$ cat src/common/cpu_cfg_pkg.sv
package cpu_cfg_pkg;

    localparam int WORD_W = 32;
    localparam int RADDR_W = 5;

    typedef logic [WORD_W-1:0]  word_t;
    typedef logic [RADDR_W-1:0] reg_addr_t;

    // --------------------------------------------------
    // Multicycle sequencer
    // --------------------------------------------------
    typedef enum logic [2:0] {
        IF  = 3'd0,
        ID  = 3'd1,
        EXE = 3'd2,
        MEM = 3'd3,
        WB  = 3'd4
    } seq_state_e;

endpackage

$ cat src/common/la_isa_pkg.sv
package la_isa_pkg;

    typedef enum logic [3:0] {
        ALU_ADD, ALU_SUB, ALU_SLT, ALU_SLTU,
        ALU_AND, ALU_NOR, ALU_OR,  ALU_XOR,
        ALU_SLL, ALU_SRL, ALU_SRA, ALU_LUI
    } alu_op_e;

    // Picks the sequencer path after ID
    typedef enum logic [2:0] {
        KIND_ALU, KIND_LOAD, KIND_STORE, KIND_BRANCH, KIND_LINK
    } inst_kind_e;

    // Opcode bits 31:26
    localparam logic [5:0] OP6_GROUP0 = 6'h00; // reg ops, shifts, addi.w
    localparam logic [5:0] OP6_LU12I  = 6'h05;
    localparam logic [5:0] OP6_LDST   = 6'h0a;
    localparam logic [5:0] OP6_JIRL   = 6'h13;
    localparam logic [5:0] OP6_B      = 6'h14;
    localparam logic [5:0] OP6_BL     = 6'h15;
    localparam logic [5:0] OP6_BEQ    = 6'h16;
    localparam logic [5:0] OP6_BNE    = 6'h17;

    // Bits 25:22 and 21:20
    localparam logic [3:0] OP4_REG3   = 4'h0;
    localparam logic [3:0] OP4_SHIFT  = 4'h1;
    localparam logic [3:0] OP4_LD_W   = 4'h2;
    localparam logic [3:0] OP4_ST_W   = 4'h6;
    localparam logic [3:0] OP4_ADDI   = 4'ha;
    localparam logic [1:0] OP2_REG3   = 2'h1;
    localparam logic [1:0] OP2_SHIFT  = 2'h0;

    // Bits 19:15
    localparam logic [4:0] OP5_ADD    = 5'h00;
    localparam logic [4:0] OP5_SUB    = 5'h02;
    localparam logic [4:0] OP5_SLT    = 5'h04;
    localparam logic [4:0] OP5_SLTU   = 5'h05;
    localparam logic [4:0] OP5_NOR    = 5'h08;
    localparam logic [4:0] OP5_AND    = 5'h09;
    localparam logic [4:0] OP5_OR     = 5'h0a;
    localparam logic [4:0] OP5_XOR    = 5'h0b;
    localparam logic [4:0] OP5_SLLI   = 5'h01;
    localparam logic [4:0] OP5_SRLI   = 5'h09;
    localparam logic [4:0] OP5_SRAI   = 5'h11;

endpackage

$ cat src/common/decode_if.sv
`timescale 1ns/1ps

interface decode_if;
    la_isa_pkg::alu_op_e    alu_op;
    logic                   src1_is_pc;
    logic                   src2_is_imm;
    cpu_cfg_pkg::word_t     imm;
    cpu_cfg_pkg::word_t     br_offs;      // Already shifted left by two
    cpu_cfg_pkg::reg_addr_t dest;
    logic                   gr_we;
    logic                   mem_we;
    logic                   res_from_mem;
    la_isa_pkg::inst_kind_e inst_kind;
    logic                   is_beq;
    logic                   is_bne;
    logic                   is_jirl;
    cpu_cfg_pkg::reg_addr_t rf_raddr1;
    cpu_cfg_pkg::reg_addr_t rf_raddr2;

    modport producer (
        output alu_op, src1_is_pc, src2_is_imm, imm, br_offs, dest, gr_we,
               mem_we, res_from_mem, inst_kind, is_beq, is_bne, is_jirl,
               rf_raddr1, rf_raddr2
    );

    modport consumer (
        input  alu_op, src1_is_pc, src2_is_imm, imm, br_offs, dest, gr_we,
               mem_we, res_from_mem, inst_kind, is_beq, is_bne, is_jirl,
               rf_raddr1, rf_raddr2
    );
endinterface

$ cat src/core/alu.sv
`timescale 1ns/1ps

module alu (
    input  la_isa_pkg::alu_op_e alu_op,
    input  cpu_cfg_pkg::word_t  alu_src1,
    input  cpu_cfg_pkg::word_t  alu_src2,
    output cpu_cfg_pkg::word_t  alu_result
);
    logic [4:0]         shamt;
    cpu_cfg_pkg::word_t sum, diff;
    logic               lt_signed, lt_unsigned;

    assign shamt = alu_src2[4:0];
    assign sum   = alu_src1 + alu_src2;
    assign diff  = alu_src1 - alu_src2;

    assign lt_signed   = $signed(alu_src1) < $signed(alu_src2);
    assign lt_unsigned = alu_src1 < alu_src2;

    // --------------------------------------------------
    // Result select
    // --------------------------------------------------
    always_comb begin
        case (alu_op)
            la_isa_pkg::ALU_ADD:  alu_result = sum;
            la_isa_pkg::ALU_SUB:  alu_result = diff;
            la_isa_pkg::ALU_SLT:  alu_result = {31'b0, lt_signed};
            la_isa_pkg::ALU_SLTU: alu_result = {31'b0, lt_unsigned};
            la_isa_pkg::ALU_AND:  alu_result = alu_src1 & alu_src2;
            la_isa_pkg::ALU_NOR:  alu_result = ~(alu_src1 | alu_src2);
            la_isa_pkg::ALU_OR:   alu_result = alu_src1 | alu_src2;
            la_isa_pkg::ALU_XOR:  alu_result = alu_src1 ^ alu_src2;
            la_isa_pkg::ALU_SLL:  alu_result = alu_src1 << shamt;
            la_isa_pkg::ALU_SRL:  alu_result = alu_src1 >> shamt;
            la_isa_pkg::ALU_SRA:  alu_result = $signed(alu_src1) >>> shamt;
            la_isa_pkg::ALU_LUI:  alu_result = alu_src2; // Already shifted by decode
            default:              alu_result = sum;
        endcase
    end

endmodule

$ cat src/core/core_seq.sv
`timescale 1ns/1ps

module core_seq #(
    parameter cpu_cfg_pkg::word_t RESET_PC = 32'h1c00_0000
) (
    input  logic                   clk,
    input  logic                   reset,
    decode_if.consumer             dec,
    output cpu_cfg_pkg::word_t     inst_addr,
    input  cpu_cfg_pkg::word_t     inst_rdata,
    output cpu_cfg_pkg::word_t     inst_reg,
    output cpu_cfg_pkg::reg_addr_t rf_raddr1,
    output cpu_cfg_pkg::reg_addr_t rf_raddr2,
    input  cpu_cfg_pkg::word_t     rf_rdata1,
    input  cpu_cfg_pkg::word_t     rf_rdata2,
    output logic                   rf_we,
    output cpu_cfg_pkg::reg_addr_t rf_waddr,
    output cpu_cfg_pkg::word_t     rf_wdata,
    output la_isa_pkg::alu_op_e    alu_op,
    output cpu_cfg_pkg::word_t     alu_src1,
    output cpu_cfg_pkg::word_t     alu_src2,
    input  cpu_cfg_pkg::word_t     alu_result,
    output logic                   data_we,
    output cpu_cfg_pkg::word_t     data_addr,
    output cpu_cfg_pkg::word_t     data_wdata,
    input  cpu_cfg_pkg::word_t     data_rdata,
    output cpu_cfg_pkg::word_t     wb_pc
);
    cpu_cfg_pkg::seq_state_e state, state_next;
    cpu_cfg_pkg::word_t      pc, ir, npc_q;
    cpu_cfg_pkg::word_t      rj_q, rk_q, alu_q, mem_q;
    cpu_cfg_pkg::word_t      br_target, next_pc;
    logic                    br_taken;

    // --------------------------------------------------
    // Branch resolution in ID, on live register reads
    // --------------------------------------------------
    assign br_target = (dec.is_jirl ? rf_rdata1 : pc) + dec.br_offs;

    always_comb begin
        case (dec.inst_kind)
            la_isa_pkg::KIND_BRANCH: begin
                if (dec.is_beq)
                    br_taken = (rf_rdata1 == rf_rdata2);
                else if (dec.is_bne)
                    br_taken = (rf_rdata1 != rf_rdata2);
                else
                    br_taken = 1'b1; // b
            end
            la_isa_pkg::KIND_LINK: br_taken = 1'b1;
            default:               br_taken = 1'b0;
        endcase
    end

    assign next_pc = br_taken ? br_target : pc + 32'd4;

    always_comb begin
        case (state)
            cpu_cfg_pkg::IF:  state_next = cpu_cfg_pkg::ID;
            cpu_cfg_pkg::ID:  state_next = (dec.inst_kind == la_isa_pkg::KIND_BRANCH) ?
                                           cpu_cfg_pkg::IF : cpu_cfg_pkg::EXE;
            cpu_cfg_pkg::EXE: state_next = (dec.inst_kind == la_isa_pkg::KIND_LOAD ||
                                            dec.inst_kind == la_isa_pkg::KIND_STORE) ?
                                           cpu_cfg_pkg::MEM : cpu_cfg_pkg::WB;
            cpu_cfg_pkg::MEM: state_next = (dec.inst_kind == la_isa_pkg::KIND_LOAD) ?
                                           cpu_cfg_pkg::WB : cpu_cfg_pkg::IF;
            default:          state_next = cpu_cfg_pkg::IF;
        endcase
    end

    always_ff @(posedge clk) begin
        if (reset) begin
            state   <= cpu_cfg_pkg::IF;
            pc      <= RESET_PC;
            data_we <= 1'b0;
        end else begin
            state   <= state_next;
            data_we <= (state == cpu_cfg_pkg::EXE) && dec.mem_we; // High through MEM
            if (state_next == cpu_cfg_pkg::IF)
                pc <= (state == cpu_cfg_pkg::ID) ? next_pc : npc_q;
        end
    end

    // Datapath latches
    always_ff @(posedge clk) begin
        case (state)
            cpu_cfg_pkg::IF: ir <= inst_rdata;
            cpu_cfg_pkg::ID: begin
                rj_q  <= rf_rdata1;
                rk_q  <= rf_rdata2;
                npc_q <= next_pc;
            end
            cpu_cfg_pkg::EXE: begin
                alu_q      <= alu_result; // Also the data address
                data_wdata <= rk_q;
            end
            cpu_cfg_pkg::MEM: mem_q <= data_rdata;
            default: ;
        endcase
    end

    assign inst_addr = pc;
    assign inst_reg  = ir;
    assign rf_raddr1 = dec.rf_raddr1;
    assign rf_raddr2 = dec.rf_raddr2;
    assign alu_op    = dec.alu_op;
    assign alu_src1  = dec.src1_is_pc  ? pc      : rj_q;
    assign alu_src2  = dec.src2_is_imm ? dec.imm : rk_q;
    assign data_addr = alu_q;

    assign rf_we    = (state == cpu_cfg_pkg::WB) && dec.gr_we;
    assign rf_waddr = dec.dest;
    assign rf_wdata = dec.res_from_mem ? mem_q : alu_q;
    assign wb_pc    = pc; // pc only moves on the way back to IF

endmodule

$ cat src/core/inst_decoder.sv
`timescale 1ns/1ps

module inst_decoder (
    input  cpu_cfg_pkg::word_t inst_reg,
    decode_if.producer         dec
);
    logic [5:0] op6;
    logic [3:0] op4;
    logic [1:0] op2;
    logic [4:0] op5;
    cpu_cfg_pkg::reg_addr_t rd, rj, rk;
    logic is_reg3, is_shift;
    logic inst_sub, inst_slt, inst_sltu, inst_nor, inst_and, inst_or, inst_xor;
    logic inst_slli, inst_srli, inst_srai, inst_addi, inst_lu12i;
    logic inst_ld, inst_st, inst_jirl, inst_b, inst_bl, inst_beq, inst_bne;

    assign op6 = inst_reg[31:26];
    assign op4 = inst_reg[25:22];
    assign op2 = inst_reg[21:20];
    assign op5 = inst_reg[19:15];
    assign rd  = inst_reg[4:0];
    assign rj  = inst_reg[9:5];
    assign rk  = inst_reg[14:10];

    assign is_reg3  = op6 == la_isa_pkg::OP6_GROUP0 && op4 == la_isa_pkg::OP4_REG3 &&
                      op2 == la_isa_pkg::OP2_REG3;
    assign is_shift = op6 == la_isa_pkg::OP6_GROUP0 && op4 == la_isa_pkg::OP4_SHIFT &&
                      op2 == la_isa_pkg::OP2_SHIFT;

    assign inst_sub   = is_reg3 && op5 == la_isa_pkg::OP5_SUB;
    assign inst_slt   = is_reg3 && op5 == la_isa_pkg::OP5_SLT;
    assign inst_sltu  = is_reg3 && op5 == la_isa_pkg::OP5_SLTU;
    assign inst_nor   = is_reg3 && op5 == la_isa_pkg::OP5_NOR;
    assign inst_and   = is_reg3 && op5 == la_isa_pkg::OP5_AND;
    assign inst_or    = is_reg3 && op5 == la_isa_pkg::OP5_OR;
    assign inst_xor   = is_reg3 && op5 == la_isa_pkg::OP5_XOR;
    assign inst_slli  = is_shift && op5 == la_isa_pkg::OP5_SLLI;
    assign inst_srli  = is_shift && op5 == la_isa_pkg::OP5_SRLI;
    assign inst_srai  = is_shift && op5 == la_isa_pkg::OP5_SRAI;
    assign inst_addi  = op6 == la_isa_pkg::OP6_GROUP0 && op4 == la_isa_pkg::OP4_ADDI;
    assign inst_lu12i = op6 == la_isa_pkg::OP6_LU12I && !inst_reg[25];
    assign inst_ld    = op6 == la_isa_pkg::OP6_LDST && op4 == la_isa_pkg::OP4_LD_W;
    assign inst_st    = op6 == la_isa_pkg::OP6_LDST && op4 == la_isa_pkg::OP4_ST_W;
    assign inst_jirl  = op6 == la_isa_pkg::OP6_JIRL;
    assign inst_b     = op6 == la_isa_pkg::OP6_B;
    assign inst_bl    = op6 == la_isa_pkg::OP6_BL;
    assign inst_beq   = op6 == la_isa_pkg::OP6_BEQ;
    assign inst_bne   = op6 == la_isa_pkg::OP6_BNE;

    // --------------------------------------------------
    // ALU operation and state path
    // --------------------------------------------------
    always_comb begin
        dec.alu_op = la_isa_pkg::ALU_ADD; // add.w, addi, ld, st and link add
        if (inst_sub)        dec.alu_op = la_isa_pkg::ALU_SUB;
        else if (inst_slt)   dec.alu_op = la_isa_pkg::ALU_SLT;
        else if (inst_sltu)  dec.alu_op = la_isa_pkg::ALU_SLTU;
        else if (inst_and)   dec.alu_op = la_isa_pkg::ALU_AND;
        else if (inst_nor)   dec.alu_op = la_isa_pkg::ALU_NOR;
        else if (inst_or)    dec.alu_op = la_isa_pkg::ALU_OR;
        else if (inst_xor)   dec.alu_op = la_isa_pkg::ALU_XOR;
        else if (inst_slli)  dec.alu_op = la_isa_pkg::ALU_SLL;
        else if (inst_srli)  dec.alu_op = la_isa_pkg::ALU_SRL;
        else if (inst_srai)  dec.alu_op = la_isa_pkg::ALU_SRA;
        else if (inst_lu12i) dec.alu_op = la_isa_pkg::ALU_LUI;

        if (inst_ld)                           dec.inst_kind = la_isa_pkg::KIND_LOAD;
        else if (inst_st)                      dec.inst_kind = la_isa_pkg::KIND_STORE;
        else if (inst_b || inst_beq || inst_bne) dec.inst_kind = la_isa_pkg::KIND_BRANCH;
        else if (inst_bl || inst_jirl)         dec.inst_kind = la_isa_pkg::KIND_LINK;
        else                                   dec.inst_kind = la_isa_pkg::KIND_ALU;
    end

    // Immediates
    always_comb begin
        if (inst_bl || inst_jirl)
            dec.imm = 32'd4; // Link value is pc + 4
        else if (inst_lu12i)
            dec.imm = {inst_reg[24:5], 12'b0};
        else if (inst_slli || inst_srli || inst_srai)
            dec.imm = {27'b0, inst_reg[14:10]};
        else
            dec.imm = {{20{inst_reg[21]}}, inst_reg[21:10]};
    end

    assign dec.br_offs = (inst_b || inst_bl) ?
                         {{4{inst_reg[9]}}, inst_reg[9:0], inst_reg[25:10], 2'b0} :
                         {{14{inst_reg[25]}}, inst_reg[25:10], 2'b0};

    assign dec.src1_is_pc   = inst_bl || inst_jirl;
    assign dec.src2_is_imm  = !(is_reg3 || inst_beq || inst_bne);
    assign dec.dest         = inst_bl ? 5'd1 : rd;
    assign dec.gr_we        = !(inst_st || inst_b || inst_beq || inst_bne);
    assign dec.mem_we       = inst_st;
    assign dec.res_from_mem = inst_ld;
    assign dec.is_beq       = inst_beq;
    assign dec.is_bne       = inst_bne;
    assign dec.is_jirl      = inst_jirl;
    assign dec.rf_raddr1    = rj;
    assign dec.rf_raddr2    = (inst_beq || inst_bne || inst_st) ? rd : rk;

endmodule

$ cat src/core/regfile.sv
`timescale 1ns/1ps

module regfile (
    input  logic                   clk,
    input  cpu_cfg_pkg::reg_addr_t raddr1,
    input  cpu_cfg_pkg::reg_addr_t raddr2,
    output cpu_cfg_pkg::word_t     rdata1,
    output cpu_cfg_pkg::word_t     rdata2,
    input  logic                   we,
    input  cpu_cfg_pkg::reg_addr_t waddr,
    input  cpu_cfg_pkg::word_t     wdata
);
    cpu_cfg_pkg::word_t rf [32];

    always_ff @(posedge clk) begin
        if (we)
            rf[waddr] <= wdata;
    end

    // r0 reads zero whatever was written
    assign rdata1 = (raddr1 == '0) ? '0 : rf[raddr1];
    assign rdata2 = (raddr2 == '0) ? '0 : rf[raddr2];

endmodule

$ cat src/verilog/mc_cpu_top.sv
`timescale 1ns/1ps

module mc_cpu_top #(
    parameter cpu_cfg_pkg::word_t RESET_PC = 32'h1c00_0000
) (
    input  logic                   clk,
    input  logic                   resetn,
    output logic                   inst_sram_we,
    output cpu_cfg_pkg::word_t     inst_sram_addr,
    output cpu_cfg_pkg::word_t     inst_sram_wdata,
    input  cpu_cfg_pkg::word_t     inst_sram_rdata,
    output logic                   data_sram_we,
    output cpu_cfg_pkg::word_t     data_sram_addr,
    output cpu_cfg_pkg::word_t     data_sram_wdata,
    input  cpu_cfg_pkg::word_t     data_sram_rdata,
    output cpu_cfg_pkg::word_t     debug_wb_pc,
    output logic [3:0]             debug_wb_rf_we,
    output cpu_cfg_pkg::reg_addr_t debug_wb_rf_wnum,
    output cpu_cfg_pkg::word_t     debug_wb_rf_wdata
);
    logic                   reset;
    cpu_cfg_pkg::word_t     inst_reg;
    cpu_cfg_pkg::reg_addr_t rf_raddr1, rf_raddr2, rf_waddr;
    cpu_cfg_pkg::word_t     rf_rdata1, rf_rdata2, rf_wdata;
    logic                   rf_we;
    la_isa_pkg::alu_op_e    alu_op;
    cpu_cfg_pkg::word_t     alu_src1, alu_src2, alu_result;

    decode_if dec_bus ();

    always_ff @(posedge clk) reset <= ~resetn; // Sync reset from board pin

    core_seq #(.RESET_PC(RESET_PC)) u_seq (
        .clk(clk), .reset(reset), .dec(dec_bus.consumer),
        .inst_addr(inst_sram_addr), .inst_rdata(inst_sram_rdata), .inst_reg(inst_reg),
        .rf_raddr1(rf_raddr1), .rf_raddr2(rf_raddr2),
        .rf_rdata1(rf_rdata1), .rf_rdata2(rf_rdata2),
        .rf_we(rf_we), .rf_waddr(rf_waddr), .rf_wdata(rf_wdata),
        .alu_op(alu_op), .alu_src1(alu_src1), .alu_src2(alu_src2), .alu_result(alu_result),
        .data_we(data_sram_we), .data_addr(data_sram_addr),
        .data_wdata(data_sram_wdata), .data_rdata(data_sram_rdata),
        .wb_pc(debug_wb_pc)
    );

    inst_decoder u_dec (.inst_reg(inst_reg), .dec(dec_bus.producer));

    regfile u_rf (
        .clk(clk), .raddr1(rf_raddr1), .raddr2(rf_raddr2),
        .rdata1(rf_rdata1), .rdata2(rf_rdata2),
        .we(rf_we), .waddr(rf_waddr), .wdata(rf_wdata)
    );

    alu u_alu (.alu_op(alu_op), .alu_src1(alu_src1), .alu_src2(alu_src2),
               .alu_result(alu_result));

    assign inst_sram_we      = 1'b0;
    assign inst_sram_wdata   = '0;
    assign debug_wb_rf_we    = {4{rf_we}};
    assign debug_wb_rf_wnum  = rf_waddr;
    assign debug_wb_rf_wdata = rf_wdata;

endmodule
$ cat config.mk
export PLATFORM = sky130hd
export DESIGN_NAME = mc_cpu_top
export DESIGN_NICKNAME = d
export VERILOG_FILES = /design/src/common/cpu_cfg_pkg.sv /design/src/common/la_isa_pkg.sv /design/src/common/decode_if.sv /design/src/core/alu.sv /design/src/core/core_seq.sv /design/src/core/inst_decoder.sv /design/src/core/regfile.sv /design/src/verilog/mc_cpu_top.sv
export SDC_FILE = /design/constraint.sdc
export NUM_CORES = 2
export LEC_CHECK = 0
export BUFFER_PORTS_ARGS = -buffer_cell sky130_fd_sc_hd__buf_2
export CAP_MARGIN = 10
export CORE_UTILIZATION = 25
export CTS_BUF_LIST = sky130_fd_sc_hd__clkbuf_16
export DETAILED_ROUTE_END_ITERATION = 7
export HOLD_SLACK_MARGIN = 0.15
export PLACE_DENSITY = 0.47
export SETUP_SLACK_MARGIN = 0.02
export SLEW_MARGIN = 15
export SYNTH_ARGS = -nofsm -noshare
export SYNTH_HDL_FRONTEND = slang
export SYNTH_SLANG_ARGS = --single-unit
$ cat constraint.sdc
create_clock -name clk -period 9 [get_ports clk]
set_input_delay 0.9 -clock clk [delete_from_list [all_inputs] [get_ports clk]]
set_output_delay 0.9 -clock clk [all_outputs]
set_load 0.05 [all_outputs]
After elaboration in Yosys (flattened, before gate mapping). Memory sizes are Yosys's and may differ from the RTL's. A register that Yosys moved wholly into a read port is not among the register bits. Cells that the tools add are included.

Word-level logic and storage cells: 149. Output and inout port bits: 203. Memory bits (writable): 1024. Input bits: 66. Memories: 1. Flip-flop bits (word level): 261.

Memory list: u_rf.rf (depth 32, bits a word 32, rd ports 2, clocked after Yosys merged registers in 1, write ports 1, line regfile.sv:13) `cpu_cfg_pkg::word_t rf [32];`.

Equality and inequality tests: 41. Bitwise gates (word level): 5. Reduce and logical (&&, ||, !) cells: 42. Add/subtract/negate cells: 4. Muxes and demuxes: 40. Order comparisons: 2. Shift operators: 3.

Operators with widths (number): 2-to-1 mux 32 bit (12); one-hot mux 32 bit (11 select lines) (1); adder 32 bit (2); less-than comparator 32 bit (2); 2-to-1 mux 4 bit (11); adder 32 x 3 -> 32 bit, second input constant (1); bitwise AND 32 bit (1); == test 32 bit (1); != test 32 bit (1); inverter 32 bit (1); bitwise OR 32 bit (1); left shift 32 x 5 -> 32 bit (1); right shift 32 x 5 -> 32 bit (1); >>> shifter 32 x 5 -> 32 bit (1); subtractor 32 bit (1); XOR 32 bit (1); == test 6 x 5 -> 1 bit, second input constant (5); == test 4 x 3 -> 1 bit, second input constant (5); == test 5 x 4 -> 1 bit, second input constant (4); logical AND 1 bit (19); 2-to-1 mux 3 bit (6); == test 4 bit, second input constant (4); 2-to-1 mux 5 bit (3); logical OR 1 bit (14); 23 further kinds (38).

Longest topological paths before layout.
Depth after elaboration: 16. Mapped depth: 30.

Cells and area by module. A second synthesis with hierarchy kept.

Cell total of the unflattened synthesis: 5109. Area total of the unflattened synthesis: 71791.4 µm².

Modules (own cells, without submodules): regfile (area an instance 47295.4 µm², cells each 2460, instances 1, sequential area each 30749.5 µm²); core_seq (area an instance 13095.1 µm², cells each 1092, instances 1, sequential area each 7126.8 µm²); alu (area an instance 9998.3 µm², cells each 1365, instances 1, sequential area each 0.0 µm²); inst_decoder (area an instance 1097.3 µm², cells each 152, instances 1, sequential area each 0.0 µm²); mc_cpu_top (area an instance 305.3 µm², cells each 40, instances 1, sequential area each 20.0 µm²).

Worst setup path before layout. OpenSTA, ideal clock, no wires.

Path type: reg2reg. Start: reg u_seq.ir[26] (netlist: u_seq.inst_reg[26]). End: reg u_seq.alu_q[31] (netlist: u_seq.data_addr[31]) (data pin). Slack: 1942 ps. Stages on the path, launching flop included: 25. Setup time: 275 ps. Arrival time: 6782 ps. Path through: edfxtp_1 or4_1 clkbuf_1 or4_1 o21ai_1 clkbuf_1 o21a_1 clkbuf_1 clkbuf_1 clkbuf_1 clkbuf_1 ha_1 o21bai_1 a21oi_1 o211ai_1 a2111oi_0 o311ai_0 a21oi_1 o2111ai_1 and2_1 o31ai_1 a31o_2 o2111ai_1 a41oi_1 o221ai_1.

Word-level cells in the longest chain between the ends: 16. Elaborated cells on any way between the ends: 63.

RTL lines: start, declared (line core_seq.sv:30) `cpu_cfg_pkg::word_t pc, ir, npc_q;`; start signal, assigned (line core_seq.sv:87) `cpu_cfg_pkg::IF: ir <= inst_rdata;`; branches (longest 15 deep; another with adder 32 bit); one-hot mux 32 bit (11 select lines) * (line alu.sv:24) `case (alu_op)`; net alu_result[31] (line mc_cpu_top.sv:27) `cpu_cfg_pkg::word_t alu_src1, alu_src2, alu_result;`; end signal, assigned (line core_seq.sv:94) `alu_q <= alu_result;`; end, declared (line core_seq.sv:31) `cpu_cfg_pkg::word_t rj_q, rk_q, alu_q, mem_q;`.

Mark *: on every way through the listed nets, which the timed path passes. A chain may end at the register's enable or synchronous reset.

Worst setup path after layout. Same ends and word-level chain as after synthesis.

==> impl_table.tex <==
\begin{tabular}{lr}
\hline
Metric & Value \\
\hline
\multicolumn{2}{l}{\textbf{Floorplan}} \\
\quad IO Pins & 269 \\
\quad Placeable core region & 282500 sq um \\
\quad Initial Util & 0.2518 \\
\quad Total die area & 286700 sq um \\
\quad Horizontal die dimension & 535.5 microns \\
\quad Die boundary height & 535.5 microns \\
\quad Count of standard-cell rows & 195 \\
\multicolumn{2}{l}{\textbf{STA}} \\
\quad Final number of max-transition violations & 0 \\
\quad Count of final hold-check violations & 0 \\
\quad Hold slack final & 0.2309 ns \\
\quad Crit path setup slack, layout & 0.8784 ns \\
\quad Slew Limit Headroom & 0.1274 \\
\quad Ratio of final minimum period to clock period & 0.9024 \\
\quad Final critical delay including setup and external delays & 8.122 ns \\
\quad Top achievable clock speed & 0.1231 GHz \\
\quad Worst Clk Skew & 0.06423 ns \\
\quad Summed negative setup slack over all endpoints & 0 ns \\
\quad Pin slew with the least headroom to its limit & 1.295 ns \\
\quad Setup Viol. Count Final & 0 \\
\quad Unrepaired setup endpoints after global routing & no \\
\multicolumn{2}{l}{\textbf{Logic synthesis}} \\
\quad Fraction of synthesized cell area taken by the top area cell type & 0.5133 \\
\quad Compound-cell area share of the yosys netlist & 0.1121 \\
\quad Post-Synth Adder-Cell Area & 0.02318 \\
\quad Sequential area share after synthesis & 0.5341 \\
\quad Gate count after technology mapping & 5722 \\
\quad Most common cell in the netlist & sky130\_fd\_sc\_hd\_\_edfxtp\_1 \\
\quad Most area-hungry cell type in the Yosys netlist & sky130\_fd\_sc\_hd\_\_edfxtp\_1 \\
\quad Count of different cell masters after synthesis & 97 \\
\quad Mux share of post-synthesis cell area & 0.1820 \\
\quad Xor and xnor fraction of the mapped netlist area & 0.01034 \\
\quad Proportion of register bits with asynchronous set or reset after synthesis & 0 \\
\quad Number of flip-flops and latches in the synthesized netlist & 1290 \\
\quad Cell types occupying the most area after synthesis & sky130\_fd\_sc\_hd\_\_edfxtp\_1 51\%, sky130\_fd\_sc\_hd\_\_mux4\_2 9.9\%, sky130\_fd\_sc\_hd\_\_mux2i\_1 7.2\%, sky130\_fd\_sc\_hd\_\_nand2\_1 4.3\%, sky130\_fd\_sc\_hd\_\_ha\_1 2.2\% \\
\quad Yosys warnings & 0 \\
\quad Leading register cell type out of synthesis & sky130\_fd\_sc\_hd\_\_edfxtp\_1 \\
\quad Simple-gate area share of the yosys netlist & 0.09632 \\
\quad Synth Cell Area & 71140 sq um \\
\quad Count of flip-flops with a built-in enable after synthesis & 1216 \\
\quad Combinational family with the most area after synthesis & multiplexers \\
\quad Average cell area after synthesis & 12.43 sq um \\
\quad Ranking of synthesized cells by instance count & 1216 x sky130\_fd\_sc\_hd\_\_edfxtp\_1, 812 x sky130\_fd\_sc\_hd\_\_nand2\_1, 515 x sky130\_fd\_sc\_hd\_\_mux2i\_1 \\
\multicolumn{2}{l}{\textbf{Power and ir drop}} \\
\quad Leakage power of the design & 29.30 nW \\
\quad Pwr per Cell Area & 233.8 nW/um\^{}2 \\
\quad Overall power consumption & 19.24 mW \\
\quad Worst-case vdd ir drop & 0.2187 mV \\
\multicolumn{2}{l}{\textbf{Hold path}} \\
\quad Min-Delay Path Depth & 2 \\
\quad Beginning of the worst hold path & resetn \\
\quad Tightest Hold Check Type & primary input to flop \\
\quad Capture endpoint of the worst hold path & reset \\
\multicolumn{2}{l}{\textbf{Clocking}} \\
\quad Clk buf depth & 3 \\
\quad Clock Sinks & 1290 \\
\quad Post-cts repair resize count & 0 \\
\quad CTS H-tree lvls & 4 \\
\quad Post-CTS setup repair buffer count & 0 \\
\quad TritonCTS clock tree & done \\
\quad Clock slew at reported path FFs & 0.06 ns \\
\quad Root buffer cell & sky130\_fd\_sc\_hd\_\_clkbuf\_16 \\
\quad Hold Buf Count CTS & 0 \\
\quad Clock insertion delay at the later pin of the skew report & 0.84 ns \\
\quad CTS Buf Count & 154 \\
\multicolumn{2}{l}{\textbf{Finish}} \\
\quad Non-filler instance count after layout & 9781 \\
\quad Relative area change from synthesis to final layout & 15.67\% \\
\quad Core utilization of the finished layout & 0.2913 \\
\quad Fill cell count & 28830 \\
\quad Nets@finish & 6103 \\
\quad Share of final-layout standard cells stronger than drive strength 1 & 0.1970 \\
\quad Max FFs per register & 1024 \\
\quad Largest register by flop count & u\_rf.rf \\
\quad Final design instance area without fill & 82290 sq um \\
\quad Area used by sequential logic in the layout & 38010 sq um \\
\quad Area of the multi-input gates & 30770 sq um \\
\multicolumn{2}{l}{\textbf{Drt}} \\
\quad Post-detailed-route wirelength per cell & 33.60 microns \\
\quad Remaining antenna violation count & 0 \\
\quad DRT Pass-1 Iters & 7 \\
\quad WL final & 328.7 mm \\
\quad Drc violations & 0 \\
\quad Via total after detailed routing & 54720 \\
\quad Vias per Instance & 5.595 \\
\quad Number of design-rule violations left by the first detailed-router iteration & 7219 \\
\multicolumn{2}{l}{\textbf{Place}} \\
\quad Post-DP HPWL & 219.9 mm \\
\quad Number of placed instances, taps included & 9494 \\
\quad Number of buffer cells added on primary ports & 235 \\
\quad Worst setup slack before clock tree synthesis & 1.126 ns \\
\quad Final estimated routing congestion in global placement & 0.9930 \\
\quad Placement-stage cell area & 77170 sq um \\
\multicolumn{2}{l}{\textbf{Worst setup path}} \\
\quad Slowest-stage cell, CP & sky130\_fd\_sc\_hd\_\_or4\_1 \\
\quad WP data arrival & 8.74 ns \\
\quad Capturing element type of the critical path & flop \\
\quad Required time of the critical path & 9.62 ns \\
\quad Startpoint kind of the worst setup timing path & flop \\
\quad Cell-by-cell listing of the critical path & or4\_1, or4\_1, or4b\_1, or4\_1, nand2\_1, nor4\_1, buf\_4, a22oi\_1, ha\_1, inv\_1, o211ai\_1, a2111oi\_0, buf\_4, o311ai\_0, a21oi\_1, o2111ai\_1, and2\_1, o31ai\_1, a31o\_2, o2111ai\_1, a211oi\_1, a41oi\_1, o221ai\_1 \\
\quad Terminus of the critical flop-to-flop path & u\_seq.data\_addr[31] \\
\quad Most common cell type on the critical path & sky130\_fd\_sc\_hd\_\_or4\_1 \\
\quad Sum of buffers and inverters on the critical path & 3 \\
\quad Max stage delay on crit path & 0.73 ns \\
\quad Crit-path leading delay family & simple AND/OR/NAND/NOR gates \\
\quad Cell depth of the worst flop-to-flop path & 23 \\
\quad Setup slack of the worst register-to-register path & 0.88 ns \\
\quad Crit path max fanout & 9 \\
\quad Setup CP Type & flop to flop \\
\quad Source of the worst register-to-register timing path & u\_seq.inst\_reg[26] \\
\quad Crit. path cell count & 23 \\
\multicolumn{2}{l}{\textbf{Global route}} \\
\quad Total Routing Usage GR & 0.2224 \\
\quad First-pass GRT wire length & 443.5 mm \\
\quad Via count of the first global-routing pass & 51520 \\
\quad Largest net degree at the start of global routing & 85 \\
\quad Initial antenna violation count & 30 \\
\quad Global route overflow & 0 \\
\multicolumn{2}{l}{\textbf{Status}} \\
\quad Status & completed \\
\multicolumn{2}{l}{\textbf{Run}} \\
\quad Maximum Capacitance Violations & 0 \\
\hline
\end{tabular}
-- cell families after synthesis --
group | Yosys count
simple gates | 1551
flops | 1290
compound gates | 1145
mux | 895
buf+inv | 626
fa+ha+maj | 130
xor+xnor | 84
other cells | 1
-- final cells by class --
type | instances | share of cell area
Clock buffer | 156 | 0.04744
Multi-Input combinational cell | 3838 | 0.3740
Timing Repair Buffer | 480 | 0.03862
Inverter | 143 | 0.006568
Tap cell | 3743 | 0.05691
Sequential cell | 1290 | 0.4619
Clock inverter | 124 | 0.01443
Antenna cell | 7 | 0.0002129
-- worst register-to-register path, stage by stage (launching register included) --
cell	delay (ns)
sky130_fd_sc_hd__edfxtp_1	0.48
sky130_fd_sc_hd__or4_1	0.72
sky130_fd_sc_hd__or4_1	0.73
sky130_fd_sc_hd__or4b_1	0.73
sky130_fd_sc_hd__or4_1	0.67
sky130_fd_sc_hd__nand2_1	0.23
sky130_fd_sc_hd__nor4_1	0.08
sky130_fd_sc_hd__buf_4	0.19
sky130_fd_sc_hd__a22oi_1	0.27
sky130_fd_sc_hd__ha_1	0.35
sky130_fd_sc_hd__inv_1	0.16
sky130_fd_sc_hd__o211ai_1	0.16
sky130_fd_sc_hd__a2111oi_0	0.57
sky130_fd_sc_hd__buf_4	0.22
sky130_fd_sc_hd__o311ai_0	0.24
sky130_fd_sc_hd__a21oi_1	0.34
sky130_fd_sc_hd__o2111ai_1	0.17
sky130_fd_sc_hd__and2_1	0.19
sky130_fd_sc_hd__o31ai_1	0.44
sky130_fd_sc_hd__a31o_2	0.29
sky130_fd_sc_hd__o2111ai_1	0.16
sky130_fd_sc_hd__a211oi_1	0.24
sky130_fd_sc_hd__a41oi_1	0.07
sky130_fd_sc_hd__o221ai_1	0.19
-- cell usage in the layout, fill, tap and decap left out, types with 155 or more instances in the layout --
master,count
sky130_fd_sc_hd__o21ai_0,155
sky130_fd_sc_hd__clkbuf_16,156
sky130_fd_sc_hd__nand3_1,187
sky130_fd_sc_hd__buf_2,235
sky130_fd_sc_hd__nor2_1,239
sky130_fd_sc_hd__mux2i_1,512
sky130_fd_sc_hd__nand2_1,810
sky130_fd_sc_hd__buf_4,232
sky130_fd_sc_hd__edfxtp_1,1216
sky130_fd_sc_hd__mux4_2,312
sky130_fd_sc_hd__a21oi_1,245
sky130_fd_sc_hd__inv_1,170
-- report_power, final --
part | switching (mW) | total (mW) | internal, mW
combinational | 3.94 | 5.80 | 1.87
sequential | 0.248 | 7.09 | 6.84
clock | 2.77 | 6.35 | 3.58
total | 6.95 | 19.2 | 12.3
-- how the worst max path moves through the flow --
stage	startpoint	endpoint	slack, ns
after floorplan	u_seq.inst_reg[26]	u_seq.data_addr[31]	1.94
after global placement	u_seq.inst_reg[26]	u_seq.data_addr[29]	1.17
after detailed placement	u_seq.inst_reg[26]	u_seq.data_addr[31]	1.13
after CTS	u_seq.inst_reg[26]	u_seq.data_addr[31]	1.06
after global routing	u_seq.inst_reg[26]	u_seq.data_addr[31]	0.57
final	u_seq.inst_reg[26]	u_seq.data_addr[31]	0.88
-- metal layers --
layer  global-route usage  up-vias  wire length, microns
met5                    0        -                    68
met4              0.09001       10                 14610
met3              0.04562      568                 29400
met2               0.3406     3114                145000
met1               0.3052    28520                139600
li1                     -    22510                     -
(Power assumes the default switching activity.)
